[config.mk]
export PLATFORM = sky130hd
export DESIGN_NAME = channel_accumulator
export DESIGN_NICKNAME = d
export VERILOG_FILES = /design/src/hdl/conv_geom_pkg.sv /design/src/hdl/fixed_point_pkg.sv /design/src/hdl/channel_accumulator.sv
export SDC_FILE = /design/constraint.sdc
export NUM_CORES = 1
export LEC_CHECK = 0
export ABC_AREA = 1
export BUFFER_PORTS_ARGS = -buffer_cell sky130_fd_sc_hd__buf_2
export CAP_MARGIN = 20
export CORE_MARGIN = 8
export CORE_UTILIZATION = 61
export CTS_BUF_LIST = sky130_fd_sc_hd__clkbuf_16
export DETAILED_ROUTE_END_ITERATION = 12
export HOLD_SLACK_MARGIN = 0.06
export PLACE_DENSITY = 0.84
export SETUP_SLACK_MARGIN = 0.4
export SYNTH_ARGS = -nofsm -noshare
export SYNTH_HDL_FRONTEND = slang
export SYNTH_SLANG_ARGS = --single-unit
[constraint.sdc]
create_clock -name clk -period 5.75 [get_ports clk]
set_clock_uncertainty 0.2 [all_clocks]
set_input_delay 1.15 -clock clk [delete_from_list [all_inputs] [get_ports clk]]
set_output_delay 1.15 -clock clk [all_outputs]
set_load 0.03 [all_outputs]
[src/hdl/conv_geom_pkg.sv]
package conv_geom_pkg;

  ////////////////////
  // Input frame
  localparam int IMAGE_WIDTH    = 8;
  localparam int IMAGE_HEIGHT   = 8;
  localparam int CHANNEL_NUM_IN = 2;

  ////////////////////
  // Kernel and dilation
  localparam int KERNEL = 3;
  localparam int RATE   = 2;
  // Reach of one dilated window, in pixels
  localparam int SPAN   = RATE * (KERNEL - 1);
  localparam int TAPS   = KERNEL * KERNEL;

  ////////////////////
  // Valid-mode output and buffer depths
  localparam int OUT_WIDTH    = IMAGE_WIDTH - SPAN;
  localparam int OUT_HEIGHT   = IMAGE_HEIGHT - SPAN;
  localparam int OUT_SIZE     = OUT_WIDTH * OUT_HEIGHT;
  // Oldest tap sits SPAN rows and SPAN columns back
  localparam int WINDOW_DEPTH = SPAN * IMAGE_WIDTH + SPAN + 1;
  localparam int WEIGHT_COUNT = TAPS * CHANNEL_NUM_IN;

endpackage

[src/hdl/fixed_point_pkg.sv]
package fixed_point_pkg;

  ////////////////////
  // Pixel and weight words, signed Q8.8
  localparam int DATA_WIDTH = 16;
  localparam int FRAC_BITS  = 8;

  ////////////////////
  // Full product of two words
  localparam int PROD_WIDTH = 2 * DATA_WIDTH;
  // Room for 18 products plus sign growth
  localparam int ACC_WIDTH  = 40;

  // Saturation limits of a Q8.8 word
  localparam logic signed [DATA_WIDTH-1:0] DATA_MAX = {1'b0, {(DATA_WIDTH - 1){1'b1}}};
  localparam logic signed [DATA_WIDTH-1:0] DATA_MIN = {1'b1, {(DATA_WIDTH - 1){1'b0}}};

endpackage

[src/hdl/channel_accumulator.sv]
`timescale 1ns/10ps

module channel_accumulator
  import fixed_point_pkg::*;
  import conv_geom_pkg::*;
(
  input  logic                         clk,
  input  logic                         reset,
  input  logic                         sum_valid,
  input  logic signed [ACC_WIDTH-1:0]  sum,
  output logic                         result_valid,
  output logic [DATA_WIDTH-1:0]        result
);

  // Running partial sum per output position
  logic signed [ACC_WIDTH-1:0] psum_mem [OUT_SIZE];

  logic [$clog2(OUT_SIZE)-1:0]       pos_cnt;
  logic [$clog2(CHANNEL_NUM_IN)-1:0] chan_cnt;
  logic signed [ACC_WIDTH-1:0]       total;
  logic signed [ACC_WIDTH-1:0]       scaled;
  logic                              last_chan;

  assign last_chan = (chan_cnt == CHANNEL_NUM_IN - 1);
  // Channel 0 starts a fresh sum
  assign total     = (chan_cnt == '0) ? sum : psum_mem[pos_cnt] + sum;
  // Back to Q8.8, floor
  assign scaled    = total >>> FRAC_BITS;

  ////////////////////
  // Partial sum memory
  always_ff @(posedge clk) begin
    if (sum_valid && !last_chan) begin
      psum_mem[pos_cnt] <= total;
    end
  end

  ////////////////////
  // Scale and saturate on the last channel
  always_ff @(posedge clk) begin
    if (sum_valid && last_chan) begin
      if (scaled > DATA_MAX) begin
        result <= DATA_MAX;
      end else if (scaled < DATA_MIN) begin
        result <= DATA_MIN;
      end else begin
        result <= scaled[DATA_WIDTH-1:0];
      end
    end
  end

  always_ff @(posedge clk) begin
    if (reset) begin
      pos_cnt      <= '0;
      chan_cnt     <= '0;
      result_valid <= 1'b0;
    end else begin
      result_valid <= sum_valid && last_chan;
      if (sum_valid) begin
        if (pos_cnt == OUT_SIZE - 1) begin
          pos_cnt  <= '0;
          chan_cnt <= last_chan ? '0 : chan_cnt + 1'b1;
        end else begin
          pos_cnt <= pos_cnt + 1'b1;
        end
      end
    end
  end

endmodule

## Word-level counts from Yosys, hierarchy flattened

Memories as Yosys holds them, arrays and structs flattened. A register that Yosys moved wholly into a read port is not among the register bits.
Index checks and enable logic that the tools add are counted.

- Muxes and demuxes: 8
- $lt $le $gt $ge: 2
- Reductions and logical operators: 4
- Add/sub/neg operators: 3
- Eq/ne operators: 1

Operators by type and width:

| kind | count |
|---|---|
| adder 40 bit | 1 |
| 2-to-1 mux 40 bit | 1 |
| greater-than comparator 32 x 16 -> 1 bit, second input constant | 1 |
| less-than comparator 32 x 16 -> 1 bit, second input constant | 1 |
| 2-to-1 mux 16 bit | 1 |
| 2-to-1 mux 4 bit | 3 |
| adder 4 x 1 -> 4 bit, second input constant | 1 |
| equality test 4 bit, second input constant | 1 |
| 2-to-1 mux 1 bit | 3 |
| logical AND 1 bit | 2 |
| AND reduction 2 bit | 1 |
| adder 1 bit, second input constant | 1 |
| zero test 1 bit | 1 |

- Bits of input ports: 43
- Output and inout bits: 17
- Word-level logic and storage cells: 23
- Bits in registers: 22
- Memories: 1
- RAM bits: 640

Memory list:

| name | depth | width | rd ports | clocked after Yosys merged registers in | write ports | RTL line | text |
|---|---|---|---|---|---|---|---|
| psum_mem | 16 | 40 | 1 | 1 | 1 | channel_accumulator.sv:16 | `logic signed [ACC_WIDTH-1:0] psum_mem [OUT_SIZE];` |

## Depth between registers and ports, before layout

- Depth after elaboration: 4
- Gate-level depth with buffers: 32
- Depth with buffers taken out: 27

## Least setup slack after synthesis

No wires, ideal clock.

- Path type: input to register
- From: input port sum_valid
- To: memory psum_mem[15][0], enable pin
- Required time: 5.061 ns
- Path slack: 0.941 ns
- Stages: 2
- Library setup time: 0.489 ns
- Buffers on the path: 0
- Arrival time: 4.120 ns
- Cell sequence: nand2_1 nor3_1

- Word-level cells in the longest chain between the ends: 3

Ends and longest elaborated chain:

| item | RTL line | text |
|---|---|---|
| from (decl) | channel_accumulator.sv:9 | `input logic sum_valid,` |
| logical AND 1 bit | channel_accumulator.sv:33 | `if (sum_valid && !last_chan) begin` |
| 2-to-1 mux 1 bit | channel_accumulator.sv:33 |  |
| 2-to-1 mux 1 bit (not written as such) | channel_accumulator.sv:34 | `psum_mem[pos_cnt] <= total;` |
| to (decl) | channel_accumulator.sv:16 |  |

No other way between the ends.

==> results.txt <==
Fin crit period -> 5046 ps
WL/cell -> 23.70 um
Via count -> 20530
Final net count -> 2730
First-pass GRT wire length -> 119.1 mm
Setup ws final -> 704.2 ps
Final setup TNS -> 0 ps
Area growth, synth to finish -> 11.90%
Synthesized area per cell -> 11.75 um2
Core footprint -> 48850 um2
Adder-cell share of the synthesized area -> 1.854%
Hold Buf Count CTS -> 0
Post-synthesis compound-gate area fraction -> 11.35%
Routed WL -> 79.50 mm
Sequential share of the synthesized area -> 66.11%
Hold Crit Class -> register to register
Die X -> 238.1 um
Die Area -> 56710 um2
Count of pins over their slew limit -> 0
Post-DP HPWL -> 47.08 mm
Final Hold Fails -> 0
Max-Cap Viols -> 0
Share of layout cells above drive strength 1 -> 11.71%
Worst hold margin -> 375.9 ps
Initial Util -> 61.62%
Pre-CTS WS -> 464.3 ps
R2r setup slk -> 700 ps
Lkg Pwr -> 12.54 nW
GRT overflow -> 0
H-tree Lvls -> 3
Worst-path clk slew -> 60 ps
Final ANT Viol Nets -> 0
Cell variety after synth -> 39
Skew-Pair Late Insertion Delay -> 620 ps
Startpoint Class -> register
Proportion of synthesized area in mux cells -> 5.321%
Initial antenna violation count -> 0
Final total power -> 10.93 mW
Slew headroom -> 26.88%
CTS Root Cell -> clkbuf_16
Synth warnings -> 0
Async S/R FF share, synth -> 0%
Crit end category -> register
Peak supply drop -> 287.8 uV
Vias/cell -> 6.120
Syn nets -> 2648
Ant diodes -> 0
Slew @ Worst Pin -> 1094 ps
Post-Synth XOR/XNOR Area -> 0.6110%
Final Non-Filler Cells -> 3354
Setup-failing EPs final -> 0
Synth Flop Type -> edfxtp_1
#FFs+latches synth -> 666
Synth Cell Area -> 30100 um2
Largest family of logic cells by synthesized area -> compound AO/OA/AOI/OAI gates
Vias in the first global route -> 20210
DR iter-0 viols -> 2433
DRC viols -> 0
Clock buffer depth -> 3
Req. time, crit path -> 5920 ps
All-Layer GR Usage -> 27.69%
Die Ht -> 238.1 um
Placed Cells -> 3235
Largest net degree at the start of global routing -> 112
Drt pass-1 iters -> 6
Design area -> 33680 um2
Power Dens Cells -> 324.5 nW/um2
CTS tree -> built
CTS Buf Count -> 66
Placer congestion estimate -> 0.9778
Crit path arrival time -> 5210 ps
Port Buffer Count -> 59
Dpl cell area -> 31560 um2
Fin crit share -> 87.75%
Largest delay share family, worst path -> simple AND/OR/NAND/NOR gates
Row cnt -> 81
RSZ-0062 raised after global routing -> false
Kind of critical path -> register to register
I/O pins -> 60
Max Freq -> 0.1982 GHz
EDFF count, synth -> 656
Critical path buffers and inverters -> 3
Simple-Gate Fraction of Synth Area -> 9.120%
Num Clock Sinks -> 666
Crit-path max FO -> 40
Critical-path top delay cell -> dfxtp_4
Gate Count Post-Synth -> 2561
Final core utilization -> 68.95%
CP dominant cell by count -> nand2_1
Run status -> completed
Slowest Stage Delay on Critical Path -> 540 ps
## kinds of logic after synthesis
group / after synthesis
simple gates: 637
xor+xnor: 21
fa+ha+maj: 44
mux: 160
buf+inv: 439
flops: 666
compound gates: 594
## cells in the final DEF (no fill, tap or decap), types with 15 or more instances in the layout
master	instances
a21oi_1	193
buf_2	59
buf_4	62
clkbuf_16	68
edfxtp_1	656
ha_1	43
inv_1	319
mux2i_1	160
nand2_1	392
nand2_2	26
nand3_1	83
nand4_1	15
nor2_1	70
o211ai_1	161
o21ai_0	226
## area by class of cell
| class | instances | area (um2) |
|---|---|---|
| Sequential cell | 666 | 19910 |
| Fill cell | 3319 | 15170 |
| Multi-Input combinational cell | 1456 | 8620 |
| Clock buffer | 68 | 1702 |
| Inverter | 316 | 1191 |
| Timing Repair Buffer | 137 | 1074 |
| Tap cell | 664 | 830.8 |
| Clock inverter | 47 | 354.1 |
## synthesized netlist by cell type (13+ instances only)
master      n  area share [%]
xnor2_1    13            0.38
clkbuf_1   94             1.2
inv_1     312             3.9
a21oi_1   193             3.2
nand3_1    83             1.4
buf_2      24            0.40
nand4_1    15            0.31
nand2_1   393             4.9
ha_1       43             1.8
o211ai_1  161             4.0
o21ai_0   228             3.8
mux2i_1   160             5.3
nand2_2    25            0.52
edfxtp_1  656              65
nor2_1     83             1.0
## tightest hold or removal path: cells and delay by family, from the launching register on
kind	cells	cell delay, ps
buf+inv	1	100
flops	1	340
compound gates	1	90
## layer usage
metal | GRT usage, % | part of all wire [%]
met5 | 0 | 0
met4 | 12.21 | 3.9
met2 | 46.16 | 48
met3 | 4.811 | 10
met1 | 35.58 | 38
## power by group
group          internal, mW  switching (mW)  leakage [nW]
logic                 0.454           0.940          5.48
registers              5.39          0.0186          6.01
clock network          2.33            1.80          1.05
total                  8.18            2.76          12.5
## timing repair
action / 4_1_cts / 5_1_grt
setup buffers: 0 / 2
endpoints found under the setup margin: 0 / 15
resized for setup: 0 / 3
## worst paths after layout
| path | end | from | cells past startpoint |
|---|---|---|---|
| hold / removal | register | pos_cnt[1] | 2 |
| hold reg to reg | register | pos_cnt[1] | 2 |
| setup / recovery | result[2] | register | 25 |
| setup reg to reg | result[2] | register | 25 |
## sequential cells by signal, summed over array words and instances, names as in the netlist, named ones only
name          flops
chan_cnt          1
result           16
pos_cnt           4
result_valid      1
psum_mem        640
No activity file was read; power rests on OpenSTA's default activity.
