**src/hdl/conv_geom_pkg.sv**
```systemverilog
package conv_geom_pkg;

  ////////////////////
  // Input frame
  localparam int IMAGE_WIDTH    = 8;
  localparam int IMAGE_HEIGHT   = 8;
  localparam int CHANNEL_NUM_IN = 2;

  ////////////////////
  // Kernel and dilation
  localparam int KERNEL = 3;
  localparam int RATE   = 2;
  // Reach of one dilated window, in pixels
  localparam int SPAN   = RATE * (KERNEL - 1);
  localparam int TAPS   = KERNEL * KERNEL;

  ////////////////////
  // Valid-mode output and buffer depths
  localparam int OUT_WIDTH    = IMAGE_WIDTH - SPAN;
  localparam int OUT_HEIGHT   = IMAGE_HEIGHT - SPAN;
  localparam int OUT_SIZE     = OUT_WIDTH * OUT_HEIGHT;
  // Oldest tap sits SPAN rows and SPAN columns back
  localparam int WINDOW_DEPTH = SPAN * IMAGE_WIDTH + SPAN + 1;
  localparam int WEIGHT_COUNT = TAPS * CHANNEL_NUM_IN;

endpackage

```
**src/hdl/fixed_point_pkg.sv**
```systemverilog
package fixed_point_pkg;

  ////////////////////
  // Pixel and weight words, signed Q8.8
  localparam int DATA_WIDTH = 16;
  localparam int FRAC_BITS  = 8;

  ////////////////////
  // Full product of two words
  localparam int PROD_WIDTH = 2 * DATA_WIDTH;
  // Room for 18 products plus sign growth
  localparam int ACC_WIDTH  = 40;

  // Saturation limits of a Q8.8 word
  localparam logic signed [DATA_WIDTH-1:0] DATA_MAX = {1'b0, {(DATA_WIDTH - 1){1'b1}}};
  localparam logic signed [DATA_WIDTH-1:0] DATA_MIN = {1'b1, {(DATA_WIDTH - 1){1'b0}}};

endpackage

```
**src/hdl/conv_weight_buffer.sv**
```systemverilog
`timescale 1ns/10ps

module conv_weight_buffer
  import fixed_point_pkg::*;
  import conv_geom_pkg::*;
(
  input  logic                             clk,
  input  logic                             reset,
  input  logic                             valid_weight_in,
  input  logic [DATA_WIDTH-1:0]            weight_in,
  input  logic                             tap_valid,
  output logic [TAPS-1:0][DATA_WIDTH-1:0]  weights
);

  // All channels, channel-major, taps row-major
  logic [DATA_WIDTH-1:0] weight_mem [WEIGHT_COUNT];

  logic [$clog2(WEIGHT_COUNT)-1:0]   wr_ptr;
  logic [$clog2(OUT_SIZE)-1:0]       tap_cnt;
  logic [$clog2(CHANNEL_NUM_IN)-1:0] chan_sel;

  ////////////////////
  // Serial weight load
  always_ff @(posedge clk) begin
    if (valid_weight_in) begin
      weight_mem[wr_ptr] <= weight_in;
    end
  end

  always_ff @(posedge clk) begin
    if (reset) begin
      wr_ptr <= '0;
    end else if (valid_weight_in) begin
      // Wrap so the next image reloads from entry 0
      wr_ptr <= (wr_ptr == WEIGHT_COUNT - 1) ? '0 : wr_ptr + 1'b1;
    end
  end

  ////////////////////
  // Channel select follows the window count
  always_ff @(posedge clk) begin
    if (reset) begin
      tap_cnt  <= '0;
      chan_sel <= '0;
    end else if (tap_valid) begin
      if (tap_cnt == OUT_SIZE - 1) begin
        tap_cnt  <= '0;
        // Last window of the frame, move on to next channel
        chan_sel <= (chan_sel == CHANNEL_NUM_IN - 1) ? '0 : chan_sel + 1'b1;
      end else begin
        tap_cnt <= tap_cnt + 1'b1;
      end
    end
  end

  // Nine weights of the channel in flight
  always_comb begin
    for (int t = 0; t < TAPS; t++) begin
      weights[t] = weight_mem[chan_sel * TAPS + t];
    end
  end

  // Weights must not change under a frame that is half convolved
  a_no_load_mid_frame : assert property (
    @(posedge clk) disable iff (reset) valid_weight_in |-> tap_cnt == '0
  );

endmodule

```
**config.mk**
```make
export PLATFORM = sky130hd
export DESIGN_NAME = conv_weight_buffer
export DESIGN_NICKNAME = d
export VERILOG_FILES = /design/src/hdl/conv_geom_pkg.sv /design/src/hdl/fixed_point_pkg.sv /design/src/hdl/conv_weight_buffer.sv
export SDC_FILE = /design/constraint.sdc
export NUM_CORES = 1
export LEC_CHECK = 0
export ABC_CLOCK_PERIOD_IN_PS = 2130
export BUFFER_PORTS_ARGS = -buffer_cell sky130_fd_sc_hd__buf_2
export CAP_MARGIN = 40
export CORE_MARGIN = 3
export CORE_UTILIZATION = 50
export DETAILED_ROUTE_END_ITERATION = 16
export GPL_TIMING_DRIVEN = 0
export PLACE_DENSITY_LB_ADDON = 0.2
export SYNTH_ARGS = -nofsm -noshare
export SYNTH_HDL_FRONTEND = slang
export SYNTH_SLANG_ARGS = --single-unit
export TNS_END_PERCENT = 20
```
**constraint.sdc**
```tcl
create_clock -name clk -period 2.13 [get_ports clk]
set_input_delay 0.1065 -clock clk [delete_from_list [all_inputs] [get_ports clk]]
set_output_delay 0.1065 -clock clk [all_outputs]
set_load 0.05 [all_outputs]
```
# Yosys cells after proc, flatten, opt, wreduce, memory -nomap -nowiden
# Memory sizes are Yosys's and may differ from the RTL's.
# Cells that the tools add are included.
# word_totals
inputBits,20
elab_cells,24
mem_bits_ro,0
output_inout_bits,144
mem_count,1
regBits,10
mem_bits_rw,288
latch_bits,0
# mem_list
memory,words,word_bits,read_ports,rd_clocked_by_memory_dff,wr,line,source
weight_mem,18,16,9,0,1,conv_weight_buffer.sv:16,logic [DATA_WIDTH-1:0] weight_mem [WEIGHT_COUNT];
# classes
add_sub_neg,11
multipliers,1
eq_ne,2
order_cmp,0
muxes,5
shifts,0
div,0
reduce_logical,1
n_bitwise,0
# ops
cell,n
adder 5 x 3 -> 5 bit (second input constant),4
adder 5 x 1 -> 5 bit (second input constant),2
adder 5 x 2 -> 5 bit (second input constant),2
adder 5 x 4 -> 5 bit (second input constant),1
equality test 5 bit (second input constant),1
multiplier 1 x 4 -> 5 bit (second input constant),1
two-way mux 5 bit,1
adder 4 x 1 -> 4 bit (second input constant),1
equality test 4 bit (second input constant),1
two-way mux 4 bit,1
two-way mux 1 bit,3
AND reduction 2 bit,1
adder 1 bit (second input constant),1

# Depth between registers and ports, before layout
# Gate-level depths: netlist (run 1).
# An unclocked memory read counts as a cell.
# logic_depth
depth_word,3
ltp_mapped,4
mapped_depth_nobuf,4

# Worst setup path after synthesis (run 1)
# No wires, ideal clock.
# synth_timing
path_type,flip-flop to flip-flop
from,register wr_ptr[0]
to,memory weight_mem[1][0] (enable)
t_required_ns,1.721
n_path_buf,0
stages_incl_launch_ff,4
setup_time_ns,0.409
slack_ns,-0.110
arrival_ns,1.831
period_less_slack_ns,2.240
cell_sequence,dfxtp_1 > ha_1 > nand2_1 > nor3_1
# synth_rtl
item,line,source
"start, declared",conv_weight_buffer.sv:18,logic [$clog2(WEIGHT_COUNT)-1:0] wr_ptr;
"start signal, assigned",conv_weight_buffer.sv:35,wr_ptr <= (wr_ptr == WEIGHT_COUNT - 1) ? '0 : wr_ptr + 1'b1;
"end, declared",conv_weight_buffer.sv:16,
# Straight into the memory's write port.

==> impl_metrics.env, run 1 <==
export IMPL_status="finished, final reports clean"
export IMPL_synth_cell_area_um2=11200
export IMPL_areaGrowthSynthToFinish_pct=20.8
export IMPL_syn_num_nets=554
export IMPL_min_period_ps=2050
export IMPL_clkTransAtPathRegs_ps=60
export IMPL_drv_slew=0
export IMPL_p_per_area_nw_per_um2=880
export IMPL_hold_viol=0
export IMPL_ys_warnings_count=0
export IMPL_grt_max_degree=19
export IMPL_tightest_slew_ps=834
export IMPL_grt_use_met1_pct=23.7
export IMPL_vias=5414
export IMPL_drt_wirelength_per_cell_um=21.5
export IMPL_grt_overflow_total=0
export IMPL_rsz0062_at_grt="yes"
export IMPL_drt_wl_total_mm=22.4
export IMPL_synth_top_family_by_area="multiplexers"
export IMPL_grt_pass1_vias=5596
export IMPL_clkLatencyLatePin_ps=530
export IMPL_grt_busiest_layer="met2"
export IMPL_slowest_delay_ps=330
export IMPL_path_cells="buf_6, buf_6, buf_6, mux2_4, buf_2"
export IMPL_clock_fmax_mhz=488
export IMPL_final_cells=1045
export IMPL_utilization_pct=61.7
export IMPL_vias_per_cell=5.18
export IMPL_synth_compound_area_share_pct=0.346
export IMPL_crit_family="buffers and inverters"
export IMPL_drv_cap=0
export IMPL_synthAdderAreaFrac_pct=0.670
export IMPL_synth_seq_cells=298
export IMPL_post_route_drc_count=0
export IMPL_drt_iter0_drc=358
export IMPL_initial_core_util_pct=51.1
export IMPL_max_vdd_ir_drop_mv=0.568
export IMPL_port_buffers=161
export IMPL_ant_nets=0
export IMPL_seq_area_frac_synth_pct=78.9
export IMPL_critPathArrivalTime_ps=1940
export IMPL_num_rows=54
export IMPL_grt_pass1_wl_mm=32.9
export IMPL_finalClockSkew_ps=12.1
export IMPL_synth_simple_gate_area_share_pct=1.94
export IMPL_nFillCells=1585
export IMPL_die_h_um=156
export IMPL_numCtsBuffers=30
export IMPL_setup_violations=0
export IMPL_tritoncts="done"
export IMPL_power_mw=11.9
export IMPL_synth_xor_xnor_area_share_pct=0.391
export IMPL_min_path_type="in -> reg"
export IMPL_htree_num_levels=1
export IMPL_syn_instance_count=528
export IMPL_clock_path_buffers=3
export IMPL_critPathLaunchType="flop"
export IMPL_cts_root_buf="clkbuf_16"
export IMPL_cts_sinks=298
export IMPL_io_pins=164
export IMPL_critPathBufInv=4
export IMPL_first_pass_iters=4
export IMPL_power_leakage_nw=4.85
export IMPL_crit_top_cell="buf_6"
export IMPL_antenna_found_initial=0
export IMPL_worst_setup_path_end_kind="output pin"
export IMPL_die_w_um=156
export IMPL_yosysUniqueCellTypes=28
export IMPL_dieArea_um2=24300
export IMPL_setup_tns_ps=0
export IMPL_synth_mux_area_share_pct=16.3
export IMPL_syn_area_per_cell_um2=21.2
export IMPL_grt_use_total_pct=18.3
export IMPL_core_um2=22000
export IMPL_relSlewSlack_pct=44.1
export IMPL_gp_congestion=0.763
export IMPL_met3_usage_pct=3.30
export IMPL_path_max_fanout=10
export IMPL_dp_cells=985
export IMPL_grt_use_met2_pct=32.1
export IMPL_critPathKind="reg -> out"
export IMPL_cp_slowest_cell="mux2_4"
export IMPL_final_nets=768
export IMPL_period_share_pct=96.3
export IMPL_post_cts_buffers=0
export IMPL_dpl_hpwl_mm=14.7
export IMPL_worstPathRequired_ps=2020
export IMPL_drive_above_1_share_pct=51.3
[Yosys cell counts (all sizes together)]
cell    number  area share, %
a41oi        1          0.078
mux2i        2           0.18
nand4        2           0.11
o21ai        1          0.045
nand3        2          0.089
nand2        7           0.30
and2b        1          0.067
a41o         1          0.089
xnor2        1          0.078
nand2b       3           0.17
or3          1          0.056
inv          2          0.067
buf         19            1.3
edfxtp     288             77
nand3b       1          0.067
nor2        21           0.70
clkbuf       1          0.033
nor3         5           0.22
xor2         4           0.31
and4         2           0.16
ha           6           0.67
a21oi        3           0.13
mux2       144             16
dfxtp       10            1.8
[report_power, final]
group	internal [mW]	total [mW]	leakage [nW]	switching, mW
logic	0.115	0.498	1.71	0.383
registers	6.50	6.52	2.68	0.0221
clock network	2.89	4.91	0.454	2.02
[logic make-up (layout without fill, tap and decap cells)]
group,count (synthesis),count (layout)
DFF,298,298
muxes,146,146
xor gates and xnor gates,5,5
other,0,1
and+or+nand+nor,45,45
adders and majority gates,6,6
buffers and inverters,22,258
AOI/OAI and AO/OA,6,6
[per-layer routing]
metal  part of all wire, %  up-vias
met4                   2.0        0
met5                     0        -
li1                      -     2496
met1                    42     2722
met2                    51      168
met3                   4.8       28
[cells in the final DEF (no fill, tap or decap), types with 2 or more instances in the layout]
cell type	count
clkbuf_1	6
ha_1	6
nand2b_1	3
xor2_1	4
and4_1	2
buf_6	14
nand4_1	2
clkbuf_16	31
buf_4	10
nor2_2	4
nand3_1	2
mux2_4	50
bufinv_16	2
buf_2	171
nand2_1	6
a21oi_1	3
inv_1	2
nor2_1	17
clkinv_2	6
dfxtp_1	10
edfxtp_1	288
clkinvlp_4	3
mux2_2	94
clkinv_1	6
dlygate4sd3_1	5
mux2i_1	2
nor3_2	3
[area by class of cell]
cell class	instances	area (µm²)	area share (%)
sequential	298	8850	65.3
multi-input combinational	208	2240	16.5
timing repair buffer	182	1010	7.43
clock buffer	36	795	5.87
tap	280	350	2.59
buffer	20	151	1.12
clock inverter	18	144	1.06
inverter	2	7.51	0.0554
antenna	1	2.50	0.0185
[flip-flops by register name, indices dropped and copies added (netlist names)]
| signal | flops |
|---|---|
| chan_sel | 1 |
| weight_mem | 288 |
| wr_ptr | 5 |
| tap_cnt | 4 |
[through the flow]
step / cell area [µm²] / hold WS, ps / worst slack (ps)
after floorplan: 11200 / 176 / -84.2
after global placement: 12400 / 353 / -700
after detailed placement: 12500 / 378 / 64.8
after CTS: 13500 / 1.75 / 39.8
after global routing: 13500 / 14.4 / -25.0
final: 13500 / 10.3 / 79.5
[final timing paths]
| check | startpoint | to | slack [ps] | cells past startpoint |
|---|---|---|---|---|
| setup / recovery | chan_sel | weights[43] | 80 | 5 |
| hold / removal | weight_in[13] | weight_mem[10][13] | 10 | 1 |
| setup reg to reg | wr_ptr[0] | weight_mem[3][11] | 120 | 4 |
| hold reg to reg | wr_ptr[4] | wr_ptr[4] | 560 | 2 |
[what timing repair did]
action / CTS / global route
hold buffers: 5 / 0
gates resized for setup: 0 / 4
endpoints found under the setup margin: 0 / 58
endpoints found under the hold margin: 26 / 0
No activity file was read; power rests on OpenSTA's default activity.
==> inputs of run 2 (changes only) <==
- CTS_BUF_LIST: unset -> sky130_fd_sc_hd__clkbuf_8 sky130_fd_sc_hd__clkbuf_16
==> run 2 against run 1 <==
Combinational power is essentially flat. Power shrank 0.20%. Design area is the same. Sequential power is essentially flat. Maximum frequency is essentially flat. Critical endpoint is now weights[77]. Worst setup slack gained 1.3 ps. Critical path type unchanged. Via count shrank 0.11%. Routed wire length is essentially flat. Non-clock buffer count is the same.
==> impl_metrics.env, run 2 (synthesis gave the netlist of run 1 again) <==
export IMPL_clock_path_buffers=3
export IMPL_dr_wl_met2_mm=11.4
export IMPL_hold_viol=0
export IMPL_drt_iter0_drc=355
export IMPL_post_cts_buffers=0
export IMPL_cts_sinks=298
export IMPL_grt_pass1_wl_mm=32.9
export IMPL_power_leakage_nw=4.87
export IMPL_gp_congestion=0.763
export IMPL_dpl_hpwl_mm=14.7
export IMPL_core_um2=22000
export IMPL_grt_pass1_vias=5596
export IMPL_min_path_type="in -> reg"
export IMPL_cp_slowest_cell="dfxtp_1"
export IMPL_crit_family="buffers and inverters"
export IMPL_min_period_ps=2050
export IMPL_whs_path_depth=1
export IMPL_placed_area_um2=12500
export IMPL_reg_top3="weight_mem x288, wr_ptr x5, tap_cnt x4"
export IMPL_htree_num_levels=1
export IMPL_finalInstanceArea_um2=13500
export IMPL_dr_wl_met3_mm=1.09
export IMPL_preCtsSetupSlack_ps=64.8
export IMPL_worstPathRequired_ps=2020
export IMPL_max_vdd_ir_drop_mv=0.568
export IMPL_grt_overflow_total=0
export IMPL_grt_use_total_pct=18.3
export IMPL_highest_layer="met4"
export IMPL_layout_setup_ws_ps=80.9
export IMPL_r2r_end="weight_mem[3][11]"
export IMPL_tightest_slew_ps=834
export IMPL_antenna_found_initial=0
export IMPL_p_per_area_nw_per_um2=878
export IMPL_rsz0062_at_grt="yes"
export IMPL_whs_endpoint="weight_mem[10][13]"
export IMPL_reg2regPathDepth=4
export IMPL_post_route_drc_count=0
export IMPL_finalHoldWorstSlack_ps=10.3
export IMPL_reg2reg_setup_slack_ps=120
export IMPL_regMostFlops="weight_mem"
export IMPL_clkTransAtPathRegs_ps=60
export IMPL_drive_above_1_share_pct=51.3
export IMPL_setup_violations=0
export IMPL_nFillCells=1585
export IMPL_worstHoldStart="weight_in[13]"
export IMPL_ant_nets=0
export IMPL_cts_root_buf="clkbuf_16"
export IMPL_path_max_fanout=10
export IMPL_initial_core_util_pct=51.1
export IMPL_drv_slew=0
export IMPL_tritoncts="done"
export IMPL_clkLatencyLatePin_ps=530
export IMPL_finalClockSkew_ps=12.1
export IMPL_areaGrowthSynthToFinish_pct=20.8
export IMPL_drt_wirelength_per_cell_um=21.4
export IMPL_critPathBufInv=4
export IMPL_die_w_um=156
export IMPL_grt_max_degree=19
export IMPL_critPathArrivalTime_ps=1940
export IMPL_status="finished, final reports clean"
export IMPL_slowest_delay_ps=320
export IMPL_critPathLaunchType="flop"
export IMPL_dieArea_um2=24300
export IMPL_worst_setup_path_end_kind="output pin"
export IMPL_io_pins=164
export IMPL_drt_wl_total_mm=22.4
export IMPL_power_mw=11.9
export IMPL_r2r_start="wr_ptr[0]"
export IMPL_first_pass_iters=4
export IMPL_utilization_pct=61.7
export IMPL_path_cells="buf_6, buf_6, buf_6, mux2_4, buf_2"
export IMPL_num_rows=54
export IMPL_vias=5408
export IMPL_clock_fmax_mhz=488
export IMPL_drt_met1_wl_mm=9.46
export IMPL_vias_per_cell=5.18
export IMPL_port_buffers=161
export IMPL_largest_reg_flops=288
export IMPL_period_share_pct=96.2
export IMPL_numCtsBuffers=30
export IMPL_final_common_cell="edfxtp_1"
export IMPL_crit_top_cell="buf_6"
export IMPL_die_h_um=156
export IMPL_area_sequential_um2=8850
export IMPL_final_cell_mix="edfxtp_1, buf_2, mux2_2, mux2_4, clkbuf_16"
export IMPL_multiInputGateArea_um2=2240
export IMPL_critPathKind="reg -> out"
export IMPL_relSlewSlack_pct=44.1
export IMPL_final_nets=768
export IMPL_drv_cap=0
-- run 2: cell types whose count changed in the layout (fill, tap and decap cells not counted), sizes merged --
cell	delta
clkbuf	-5
inv	+5
-- run 2: timing repair --
item / CTS / global route
setup endpoints to repair: 0 / 58
hold buffers: 5 / 0
resized for setup: 0 / 4
endpoints found under the hold margin: 26 / 0
-- run 2: area by class of cell --
type	instances	share of cell area, %
diodes	1	0.0185
plain buffers	20	1.12
clock buffers	31	5.73
clock inverters	23	1.20
inverters	2	0.0554
multi-input cells	208	16.5
flip-flops and latches	298	65.3
well taps	280	2.59
repair buffers	182	7.43
-- run 2: per-stage QoR --
stage	setup TNS [ps]	instances
global route	-466	1044
finish	0	1045
floorplan	-3560	528
global placement	-47440	969
detailed placement	0	985
CTS	0	1044
-- run 2: worst max-delay path by stage --
stage	from	endpoint	cells after the start
4_1_cts	chan_sel	weights[130]	5
3_5_place_dp	wr_ptr[0]	weight_mem[1][7]	4
2_1_floorplan	wr_ptr[0]	weight_mem[0][0]	4
3_3_place_gp	wr_ptr[0]	weight_mem[2][1]	4
6_report	chan_sel	weights[77]	5
5_1_grt	wr_ptr[0]	weight_mem[3][15]	4
-- run 2: where the power goes --
part           internal, mW  switching [mW]
Clock                  2.86            2.02
Combinational         0.115           0.383
Sequential             6.50          0.0221
Total                  9.47            2.43
-- run 2: metal layers --
layer	vias up	track usage [%]
met5	-	0
met4	0	4.84
met3	28	3.30
met2	170	32.1
met1	2714	23.7
li1	2496	-
-- run 2: worst register-to-register path, delay by kind of cell, from the launching register on --
| family | cells | cell delay, ps |
|---|---|---|
| adder cells (fa/ha/maj) | 1 | 210 |
| buffers and inverters | 1 | 250 |
| flip-flops | 1 | 450 |
| AND/OR/NAND/NOR | 2 | 820 |
