`config.mk`:
```
export PLATFORM = sky130hd
export DESIGN_NAME = dilated_window
export DESIGN_NICKNAME = d
export VERILOG_FILES = /design/src/hdl/conv_geom_pkg.sv /design/src/hdl/fixed_point_pkg.sv /design/src/hdl/dilated_window.sv
export SDC_FILE = /design/constraint.sdc
export NUM_CORES = 1
export LEC_CHECK = 0
export CORE_MARGIN = 4
export CORE_UTILIZATION = 61
export CTS_BUF_LIST = sky130_fd_sc_hd__clkbuf_4
export CTS_CLUSTER_SIZE = 24
export DETAILED_ROUTE_END_ITERATION = 12
export DONT_BUFFER_PORTS = 1
export GPL_TIMING_DRIVEN = 0
export PLACE_DENSITY = 0.75
export SYNTH_ARGS = -nofsm -noshare
export SYNTH_HDL_FRONTEND = slang
export SYNTH_SLANG_ARGS = --single-unit
```
`constraint.sdc`:
```
create_clock -name clk -period 3.1 [get_ports clk]
set_input_delay 0.62 -clock clk [delete_from_list [all_inputs] [get_ports clk]]
set_output_delay 0.62 -clock clk [all_outputs]
set_load 0.1 [all_outputs]
```
`src/hdl/conv_geom_pkg.sv`:
```
package conv_geom_pkg;

  ////////////////////
  // Input frame
  localparam int IMAGE_WIDTH    = 8;
  localparam int IMAGE_HEIGHT   = 8;
  localparam int CHANNEL_NUM_IN = 2;

  ////////////////////
  // Kernel and dilation
  localparam int KERNEL = 3;
  localparam int RATE   = 2;
  // Reach of one dilated window, in pixels
  localparam int SPAN   = RATE * (KERNEL - 1);
  localparam int TAPS   = KERNEL * KERNEL;

  ////////////////////
  // Valid-mode output and buffer depths
  localparam int OUT_WIDTH    = IMAGE_WIDTH - SPAN;
  localparam int OUT_HEIGHT   = IMAGE_HEIGHT - SPAN;
  localparam int OUT_SIZE     = OUT_WIDTH * OUT_HEIGHT;
  // Oldest tap sits SPAN rows and SPAN columns back
  localparam int WINDOW_DEPTH = SPAN * IMAGE_WIDTH + SPAN + 1;
  localparam int WEIGHT_COUNT = TAPS * CHANNEL_NUM_IN;

endpackage

```
`src/hdl/fixed_point_pkg.sv`:
```
package fixed_point_pkg;

  ////////////////////
  // Pixel and weight words, signed Q8.8
  localparam int DATA_WIDTH = 16;
  localparam int FRAC_BITS  = 8;

  ////////////////////
  // Full product of two words
  localparam int PROD_WIDTH = 2 * DATA_WIDTH;
  // Room for 18 products plus sign growth
  localparam int ACC_WIDTH  = 40;

  // Saturation limits of a Q8.8 word
  localparam logic signed [DATA_WIDTH-1:0] DATA_MAX = {1'b0, {(DATA_WIDTH - 1){1'b1}}};
  localparam logic signed [DATA_WIDTH-1:0] DATA_MIN = {1'b1, {(DATA_WIDTH - 1){1'b0}}};

endpackage

```
`src/hdl/dilated_window.sv`:
```
`timescale 1ns/10ps

module dilated_window
  import fixed_point_pkg::*;
  import conv_geom_pkg::*;
(
  input  logic                             clk,
  input  logic                             reset,
  input  logic                             valid_in,
  input  logic [DATA_WIDTH-1:0]            pxl_in,
  output logic                             tap_valid,
  output logic [TAPS-1:0][DATA_WIDTH-1:0]  taps
);

  // Entry 0 is the newest pixel
  logic [DATA_WIDTH-1:0] delay_line [WINDOW_DEPTH];

  // Position of the incoming pixel in its frame
  logic [$clog2(IMAGE_WIDTH)-1:0]  col;
  logic [$clog2(IMAGE_HEIGHT)-1:0] row;

  ////////////////////
  // Pixel delay line
  always_ff @(posedge clk) begin
    if (valid_in) begin
      delay_line[0] <= pxl_in;
      for (int i = 1; i < WINDOW_DEPTH; i++) begin
        delay_line[i] <= delay_line[i - 1];
      end
    end
  end

  ////////////////////
  // Raster counters
  always_ff @(posedge clk) begin
    if (reset) begin
      col <= '0;
      row <= '0;
    end else if (valid_in) begin
      if (col == IMAGE_WIDTH - 1) begin
        col <= '0;
        // End of frame wraps back to the top row
        row <= (row == IMAGE_HEIGHT - 1) ? '0 : row + 1'b1;
      end else begin
        col <= col + 1'b1;
      end
    end
  end

  // Window complete once the pixel is SPAN rows and columns in
  always_ff @(posedge clk) begin
    if (reset) begin
      tap_valid <= 1'b0;
    end else begin
      tap_valid <= valid_in && (col >= SPAN) && (row >= SPAN);
    end
  end

  ////////////////////
  // Dilated taps
  // Tap r,c lies (2-r)*RATE rows and (2-c)*RATE columns back
  // Tap 0 is the top-left and oldest
  always_comb begin
    for (int r = 0; r < KERNEL; r++) begin
      for (int c = 0; c < KERNEL; c++) begin
        taps[r * KERNEL + c] =
          delay_line[(KERNEL - 1 - r) * RATE * IMAGE_WIDTH + (KERNEL - 1 - c) * RATE];
      end
    end
  end

endmodule

```
# Yosys cells after proc, flatten, opt, wreduce, memory -nomap -nowiden
# Memories as Yosys holds them, arrays and structs flattened.
# Index checks and enable logic that the tools add are counted.
# Widths: inputs -> output; s select.
dict set report classes {
  muxes 4
  add_sub_neg 2
  magnitude_cmp 2
  n_reduce_logical 3
  n_eq_ne 2
}
# operator count
set ops {}
lappend ops {{$add 3x1->3 const B} 2}
lappend ops {{$eq 3x3->1 const B} 2}
lappend ops {{$ge 3x3->1 const B} 2}
lappend ops {{$mux 3} 2}
lappend ops {{$logic_and 1x1->1} 2}
lappend ops {{$mux 1} 2}
lappend ops {{$reduce_and 2->1} 1}
dict set report word_totals {
  ff_bits 7
  memories 1
  mem_bits_rw 592
  out_inout_bits 145
  word_cells 17
  inputBits 19
}
# memory words word_bits rd rd_clocked_by_memory_dff wr line
set memory_table {}
lappend memory_table {delay_line 37 16 37 0 37 dilated_window.sv:16} ;# logic [DATA_WIDTH-1:0] delay_line [WINDOW_DEPTH];

# Logic depth before layout (Yosys ltp)
# Gate-level depths: netlist (run 1).
dict set report depth {
  word_depth 3
  depth_mapped 4
  ltp_nobuf 4
}

# Least setup slack after synthesis (run 1)
# No wires, ideal clock.
dict set report synth_path {
  path_type {flip-flop to output port}
  start {mem delay_line[4][4]}
  end {out taps[100] (netlist name)}
  path_slack_ns 1.565
  t_arrival_ns 0.915
  path_buffers 0
  required_time_ns 2.480
  stages_incl_launch_ff 1
  cell_sequence {edfxtp_1}
}
# element line
set synth_lines {}
lappend synth_lines {{start: declaration} dilated_window.sv:16}
lappend synth_lines {{end: declaration} dilated_window.sv:12} ;# output logic [TAPS-1:0][DATA_WIDTH-1:0] taps

==> results of run 1 <==
[timing repair]
action | CTS | global route
hold endpoints to repair | 196 | 63
gates resized for setup | 0 | 0
hold buffers | 17 | 2
setup endpoints to repair | 0 | 0
[worst paths after layout]
check               startpoint                 to  slack [ns]  cells past startpoint
max          delay_line[0][15]          taps[143]        0.73                      0
min                      reset          tap_valid        0.15                      1
max reg2reg             col[0]             col[0]        1.71                      4
min reg2reg   delay_line[9][7]  delay_line[10][7]        0.38                      0
[registers in the layout, summed over array words and instances, names as in the netlist]
signal / cells
col: 3
delay_line: 592
row: 3
tap_valid: 1
[cells by family (layout without fill, tap and decap cells)]
| group | after synthesis | in the layout | synth area share, % |
|---|---|---|---|
| multiplexers | 1 | 1 | 0.05528 |
| flip-flops | 599 | 599 | 98.95 |
| AO/OA/AOI/OAI | 8 | 8 | 0.3040 |
| AND/OR/NAND/NOR | 9 | 9 | 0.3731 |
| adder cells (fa/ha/maj) | 4 | 4 | 0.2764 |
| buffers and inverters | 1 | 272 | 0.04147 |
| other | 0 | 1 | 0 |
[synthesized netlist by cell type]
cell	n	area, µm²
mux2i_1	1	10.01
a21oi_1	5	25.02
ha_1	4	50.05
or3b_1	1	8.760
a21bo_2	3	30.03
nand2b_1	2	12.51
edfxtp_1	592	17780
and4b_1	1	10.01
nand4b_1	1	8.760
nand3b_1	1	7.510
buf_4	1	7.510
dfxtp_1	7	140.1
nand4bb_1	1	11.26
nor2_1	1	3.750
nand3_1	1	5.000
[routing by layer]
| metal | GRT usage [%] | vias to the layer above | wire length, µm |
|---|---|---|---|
| met5 | 0 | - | 0 |
| met4 | 7.260 | 0 | 580 |
| met3 | 7.186 | 61 | 1866 |
| met2 | 20.24 | 238 | 10780 |
| met1 | 17.23 | 3181 | 9268 |
| li1 | - | 2975 | - |
[final cells by class]
type	instances	area (µm²)	area share (%)
antenna	1	2.502	0.01208
tap	384	480.5	2.318
clock inverter	44	354.1	1.709
multi-input combinational	22	182.7	0.8815
timing repair buffer	19	217.7	1.051
clock buffer	208	1562	7.535
sequential	599	17920	86.46
buffer	1	7.507	0.03623
[power groups by stage]
stage | clock network, mW | registers [mW] | logic [mW]
floorplan | 0 | 10.5 | 0.00663
global placement | 0 | 10.5 | 0.00724
detailed placement | 0 | 10.5 | 0.00795
CTS | 6.73 | 10.4 | 0.0254
global route | 7.25 | 10.4 | 0.0618
finish | 6.47 | 10.4 | 0.0562
==> results.yml, run 1 <==
timing:
  fmax_mhz: 421.2
  worst_slack_ns: 0.7258
  fin_skew_ns: 0.05252
  fin_setup_tns_ns: 0
  hold_viol: 0
  fin_crit_sh_pct: 76.59
  whs_ns: 0.1474
  tightest_slew_ns: 1.846
  rsz0062_at_grt: "false"
  slew-limit-headroom_pct: -23.06
  finalSetupViolCount: 0
  slew_violations: 272
  final.min_clock_period_ns: 2.374
placed_design:
  portBuffers: 0
  placed_cell_area_mm2: 0.01859
  dp.cells: 1006
  dp_hpwl_um: 10430
  pre_cts_slack_ns: 1.441
  gp_congestion: 0.6949
power:
  leakagePower_nw: 7.152
  clock_power_share_pct: 38.3
  power_switching_mw: 3.854
  power_frac_comb_pct: 0.3
  seq_power_share_pct: 61.4
  ir_worst_vdd_mv: 0.4804
  internal-power_mw: 13.06
  switching_share_pct: 22.78
  p_per_area_mw_per_mm2: 816.3
  power.total_mw: 16.92
cells_and_area:
  final_common_cell: "edfxtp_1"
  n_fill_cell: 1664
  drive_gt1_share_pct: 25.64
  fin_area_mm2: 0.02072
  syn2layout_area_growth_pct: 14.45
  utilization_pct: 71.43
  final_cell_count_no_fill: 1278
  finalNetCount: 809
  mostFrequentLayoutCells: "edfxtp_1, clkbuf_4, clkinv_1"
status:
  violations: "slew limit"
  status: "complete, but fails checks"
yosys:
  seq_area_frac_synth_pct: 98.95
  syn_nets: 645
  synth_area_mm2: 0.01811
  ys_warn_count: 0
  synth-seq-cells: 599
  syn_inst: 622
  ys_types: 15
  avgSynthCellArea_um2: 29.11
run:
  cap_violations: 0
clock_network:
  clockBufferDepth: 3
  clkSinkCount: 599
  cts_tree: "built"
  clkTransAtPathRegs_ns: 0.06
  htree_levels: 4
  cts_setup_buffers: 0
  clk-insertion-delay-late_ns: 0.75
  cts_made_buffers: 143
  root_buffer: "clkbuf_4"
floorplan:
  die_height_um: 180.3
  dieArea_mm2: 0.03250
  ios: 164
  start_util_pct: 62.41
  std_cell_rows: 62
  die_w_um: 180.3
  core_mm2: 0.02901
worst_setup_path:
  crit_required_ns: 2.48
  critPathLaunchType: "register"
  path_class: "register to output port"
  cp-end-kind: "output port"
  critPathArrivalTime_ns: 1.75
  cp_max_fo: 2
global_route:
  antenna_found_initial: 1
  grt_usage_pct: 13.89
  grt_pass1_wl_um: 35780
  grt_pass1_vias: 6771
  grt_overflow: 0
  grt_max_degree: 596
detailed_routing:
  routedWlPerCell_um: 17.60
  drt_pass1_iterations: 4
  ant_nets: 0
  vias: 6455
  drc: 0
  drt_wl_total_um: 22490
  vias_per_cell: 5.051
  drt_iter0_markers: 462
worst_hold_path:
  hold_path_class: "input port to register"
No activity file was read; power rests on OpenSTA's default activity.
==> inputs of run 2 (changes only) <==
- clock period: 3.1 -> 2.3 ns (I/O delays scaled with it)
==> results.yml, run 2 (same netlist as run 1, synthesis figures left out) <==
global_route:
  antenna_found_initial: 1
  grt_max_degree: 596
  grt_overflow: 0
  grt_pass1_vias: 6773
  grt_pass1_wl_um: 35780
  grt_usage_pct: 13.90
clock_network:
  clkSinkCount: 599
  clockBufferDepth: 3
  clk-insertion-delay-late_ns: 0.75
  cts_made_buffers: 143
  cts_setup_buffers: 0
  htree_levels: 4
  cts_hold_buf: 18
  root_buffer: "clkbuf_4"
  ctsResizeCount: 0
  clkTransAtPathRegs_ns: 0.07
  cts_tree: "built"
floorplan:
  std_cell_rows: 62
  ios: 164
  die_w_um: 180.3
  core_mm2: 0.02901
  start_util_pct: 62.41
  dieArea_mm2: 0.03250
  die_height_um: 180.3
timing:
  hold_viol: 110
  final.min_clock_period_ns: 2.192
  slew_violations: 179
  whs_ns: -0.1472
  fin_skew_ns: 0.05153
  tightest_slew_ns: 1.793
  fmax_mhz: 456.3
  finalSetupViolCount: 0
  slew-limit-headroom_pct: -19.52
  fin_crit_sh_pct: 95.29
  rsz0062_at_grt: "true"
detailed_routing:
  drt_pass1_iterations: 5
  routedWlPerCell_um: 17.35
  drc: 0
  drt_iter0_markers: 431
  vias: 6414
  ant_nets: 0
  vias_per_cell: 5.023
  drt_wl_total_um: 22150
placed_design:
  dp.cells: 1006
  placed_cell_area_mm2: 0.01859
  portBuffers: 0
  dp_hpwl_um: 10430
  gp_congestion: 0.6949
power:
  switching_share_pct: 22.66
  power_frac_comb_pct: 0.2
  seq_power_share_pct: 61.5
  clock_power_share_pct: 38.3
  power_switching_mw: 5.155
  power.total_mw: 22.75
  leakagePower_nw: 7.132
  ir_worst_vdd_mv: 0.6470
  internal-power_mw: 17.60
  p_per_area_mw_per_mm2: 1100
worst_setup_path:
  crit_required_ns: 1.84
  cp-end-kind: "output port"
  path_class: "register to output port"
  cp_max_fo: 2
  critPathArrivalTime_ns: 1.73
  critPathLaunchType: "register"
cells_and_area:
  largest-register: "delay_line"
  largest_reg_flops: 592
  syn2layout_area_growth_pct: 14.24
  biggestRegsByFlops: "delay_line (592), col (3), row (3)"
  fin_area_mm2: 0.02069
  finalNetCount: 808
  final_common_cell: "edfxtp_1"
  mostFrequentLayoutCells: "edfxtp_1, clkbuf_4, clkinv_1"
  drive_gt1_share_pct: 25.45
  final_cell_count_no_fill: 1277
status:
  status: "complete, but fails checks"
  violations: "hold timing, slew limit"
worst_hold_path:
  hold_path_class: "input port to register"
run:
  cap_violations: 0
run 2: cell count changes in the layout (fill, tap and decap cells not counted), sizes merged:
cell and delta:
buf -2, dlygate4sd3 +1
run 2: area by class of cell:
class                   instances  area, µm²
diodes                          1      2.502
fillers                      1671       8327
clock buffers                 208       1562
well taps                     384      480.5
repair buffers                 18      180.2
plain buffers                   1      7.507
clock inverters                44      354.1
multi-input cells              22      182.7
flip-flops and latches        599      17920
run 2: power groups by stage:
stage	sequential, mW	clock [mW]	combinational, mW
final	14.0	8.72	0.0360
after CTS	14.0	9.07	0.0344
after global placement	14.2	0	0.00976
after global routing	14.0	9.76	0.0390
after floorplan	14.1	0	0.00894
after detailed placement	14.2	0	0.0107
run 2: metal layers:
metal	vias to the layer above	GRT usage (%)	share of wire (%)
li1	2964	-	-
met4	0	7.350	2.7
met1	3148	17.19	41
met5	-	0	0
met2	239	20.24	48
met3	63	7.206	8.6
run 2: final timing paths:
path	slack, ns	cells past startpoint	start	to
min	-0.15	0	valid_in	delay_line[3][5]
min reg2reg	0.38	0	delay_line[9][7]	delay_line[10][7]
max reg2reg	0.52	5	col[0]	row[0]
max	0.11	0	delay_line[2][5]	taps[117]
run 2: per-stage QoR:
stage          TNS [ns]  setup WS [ns]  utilization, %  hold WS [ns]
3_5_place_dp          0         0.8006           64.07        0.4045
3_3_place_gp          0         0.8018           64.07        0.4009
2_1_floorplan         0         0.9245               -        0.4003
4_1_cts        -0.01881       -0.01607           71.29       -0.2515
5_1_grt         -0.7265       -0.07154           71.30       -0.2835
6_report              0         0.1082           71.30       -0.1472
==> inputs of run 3 (changes only) <==
- CORE_ASPECT_RATIO: not set -> 0.7
- CORE_UTILIZATION: 61 -> 59
- PLACE_DENSITY: 0.75 -> 0.76
- clock period: 2.3 -> 1.96 ns (I/O delays scaled with it)
==> results.yml, run 3 (same netlist as run 1, synthesis figures left out) <==
detailed_routing:
  drc: 0
  drt_iter0_markers: 425
  vias_per_cell: 4.869
  drt_wl_total_um: 21180
  vias: 6320
  ant_nets: 0
  drt_pass1_iterations: 4
  routedWlPerCell_um: 16.32
status:
  status: "complete, but fails checks"
  violations: "hold timing, slew limit, setup timing"
cells_and_area:
  n_fill_cell: 1796
  biggestRegsByFlops: "delay_line (592), col (3), row (3)"
  finalNetCount: 804
  final_common_cell: "edfxtp_1"
  fin_area_mm2: 0.02066
  final_cell_count_no_fill: 1298
  drive_gt1_share_pct: 25.57
  largest_reg_flops: 592
  mostFrequentLayoutCells: "edfxtp_1, clkbuf_4, clkinv_1"
  syn2layout_area_growth_pct: 14.12
  largest-register: "delay_line"
worst_setup_path:
  crit_required_ns: 1.57
  r2r_slack_ns: 0.10
  setup.worst_path.start: "delay_line[20][15]"
  rr_endpoint: "col[0]"
  reg2regPathDepth: 5
  cp-endpoint: "taps[63]"
  r2r_start: "col[0]"
  critPathLaunchType: "register"
  cp-end-kind: "output port"
  cp_max_fo: 2
  critical_path_depth: 0
  path_class: "register to output port"
  critPathArrivalTime_ns: 1.77
global_route:
  grt_usage_pct: 12.95
  grt_pass1_vias: 6579
  grt_max_degree: 596
  antenna_found_initial: 1
  grt_pass1_wl_um: 33670
  grt_overflow: 0
clock_network:
  clockBufferDepth: 3
  htree_levels: 4
  cts_setup_buffers: 0
  cts_made_buffers: 138
  cts_tree: "built"
  clkTransAtPathRegs_ns: 0.07
  root_buffer: "clkbuf_4"
  cts_hold_buf: 19
  clkSinkCount: 599
  clk-insertion-delay-late_ns: 0.76
power:
  p_per_area_mw_per_mm2: 1275
  ir_worst_vdd_mv: 0.8408
  power.total_mw: 26.35
  leakagePower_nw: 7.098
timing:
  fin_setup_tns_ns: -22.03
  fin_crit_sh_pct: 110.1
  fin_skew_ns: 0.02661
  slew_violations: 52
  worst_slack_ns: -0.1988
  whs_ns: -0.2416
  hold_viol: 187
  final.min_clock_period_ns: 2.159
  finalSetupViolCount: 144
  rsz0062_at_grt: "true"
  slew-limit-headroom_pct: -2.912
  fmax_mhz: 463.2
  tightest_slew_ns: 1.544
run:
  cap_violations: 0
floorplan:
  die_height_um: 154.6
  ios: 164
  start_util_pct: 60.14
  dieArea_mm2: 0.03360
  core_mm2: 0.03011
  std_cell_rows: 53
  die_w_um: 217.4
worst_hold_path:
  hold_path_class: "input port to register"
placed_design:
  placed_cell_area_mm2: 0.01862
  portBuffers: 0
  dp.cells: 1034
  gp_congestion: 0.7112
  dp_hpwl_um: 9553
## run 3: worst min-delay path by stage
stage	startpoint	endpoint	slack (ns)	depth (start not counted)
floorplan	delay_line[9][0]	delay_line[10][0]	0.40	0
global placement	delay_line[19][1]	delay_line[20][1]	0.40	0
detailed placement	delay_line[9][0]	delay_line[10][0]	0.40	0
CTS	valid_in	delay_line[0][10]	-0.34	0
global route	valid_in	delay_line[1][6]	-0.39	0
finish	valid_in	delay_line[1][7]	-0.24	0
## run 3: cell type report
class | instances | area, µm² | share of cell area (%)
clock inverter | 37 | 286.5 | 1.387
tap | 412 | 515.5 | 2.495
multi-input combinational | 22 | 195.2 | 0.9445
timing repair buffer | 19 | 190.2 | 0.9203
clock buffer | 206 | 1546 | 7.484
antenna | 2 | 5.005 | 0.02422
buffer | 1 | 7.507 | 0.03633
sequential | 599 | 17920 | 86.71
## run 3: timing repair
item / in CTS / in global routing
endpoints found under the hold margin: 615 / 439
setup endpoints to repair: 145 / 145
gates resized for setup: 1 / 2
## run 3: report_power, final
group | switching, mW | internal (mW) | total (mW) | leakage, nW
logic | 0.0139 | 0.0317 | 0.0457 | 0.171
clock network | 4.42 | 5.47 | 9.90 | 1.08
registers | 1.49 | 14.9 | 16.4 | 5.85
total | 5.92 | 20.4 | 26.4 | 7.10
## run 3: metrics by stage
step	setup slack (ns)	util [%]
floorplan	0.6525	-
global placement	0.5475	61.86
detailed placement	0.5452	61.86
CTS	-0.3560	68.58
global route	-0.3384	68.64
finish	-0.1988	68.64
## run 3: layer usage
| layer | vias to the layer above | part of all wire [%] | global-route usage, % |
|---|---|---|---|
| met4 | 0 | 1.9 | 6.810 |
| li1 | 2957 | - | - |
| met3 | 28 | 8.3 | 7.011 |
| met5 | - | 0 | 0 |
| met1 | 3128 | 41 | 15.53 |
| met2 | 207 | 49 | 19.18 |
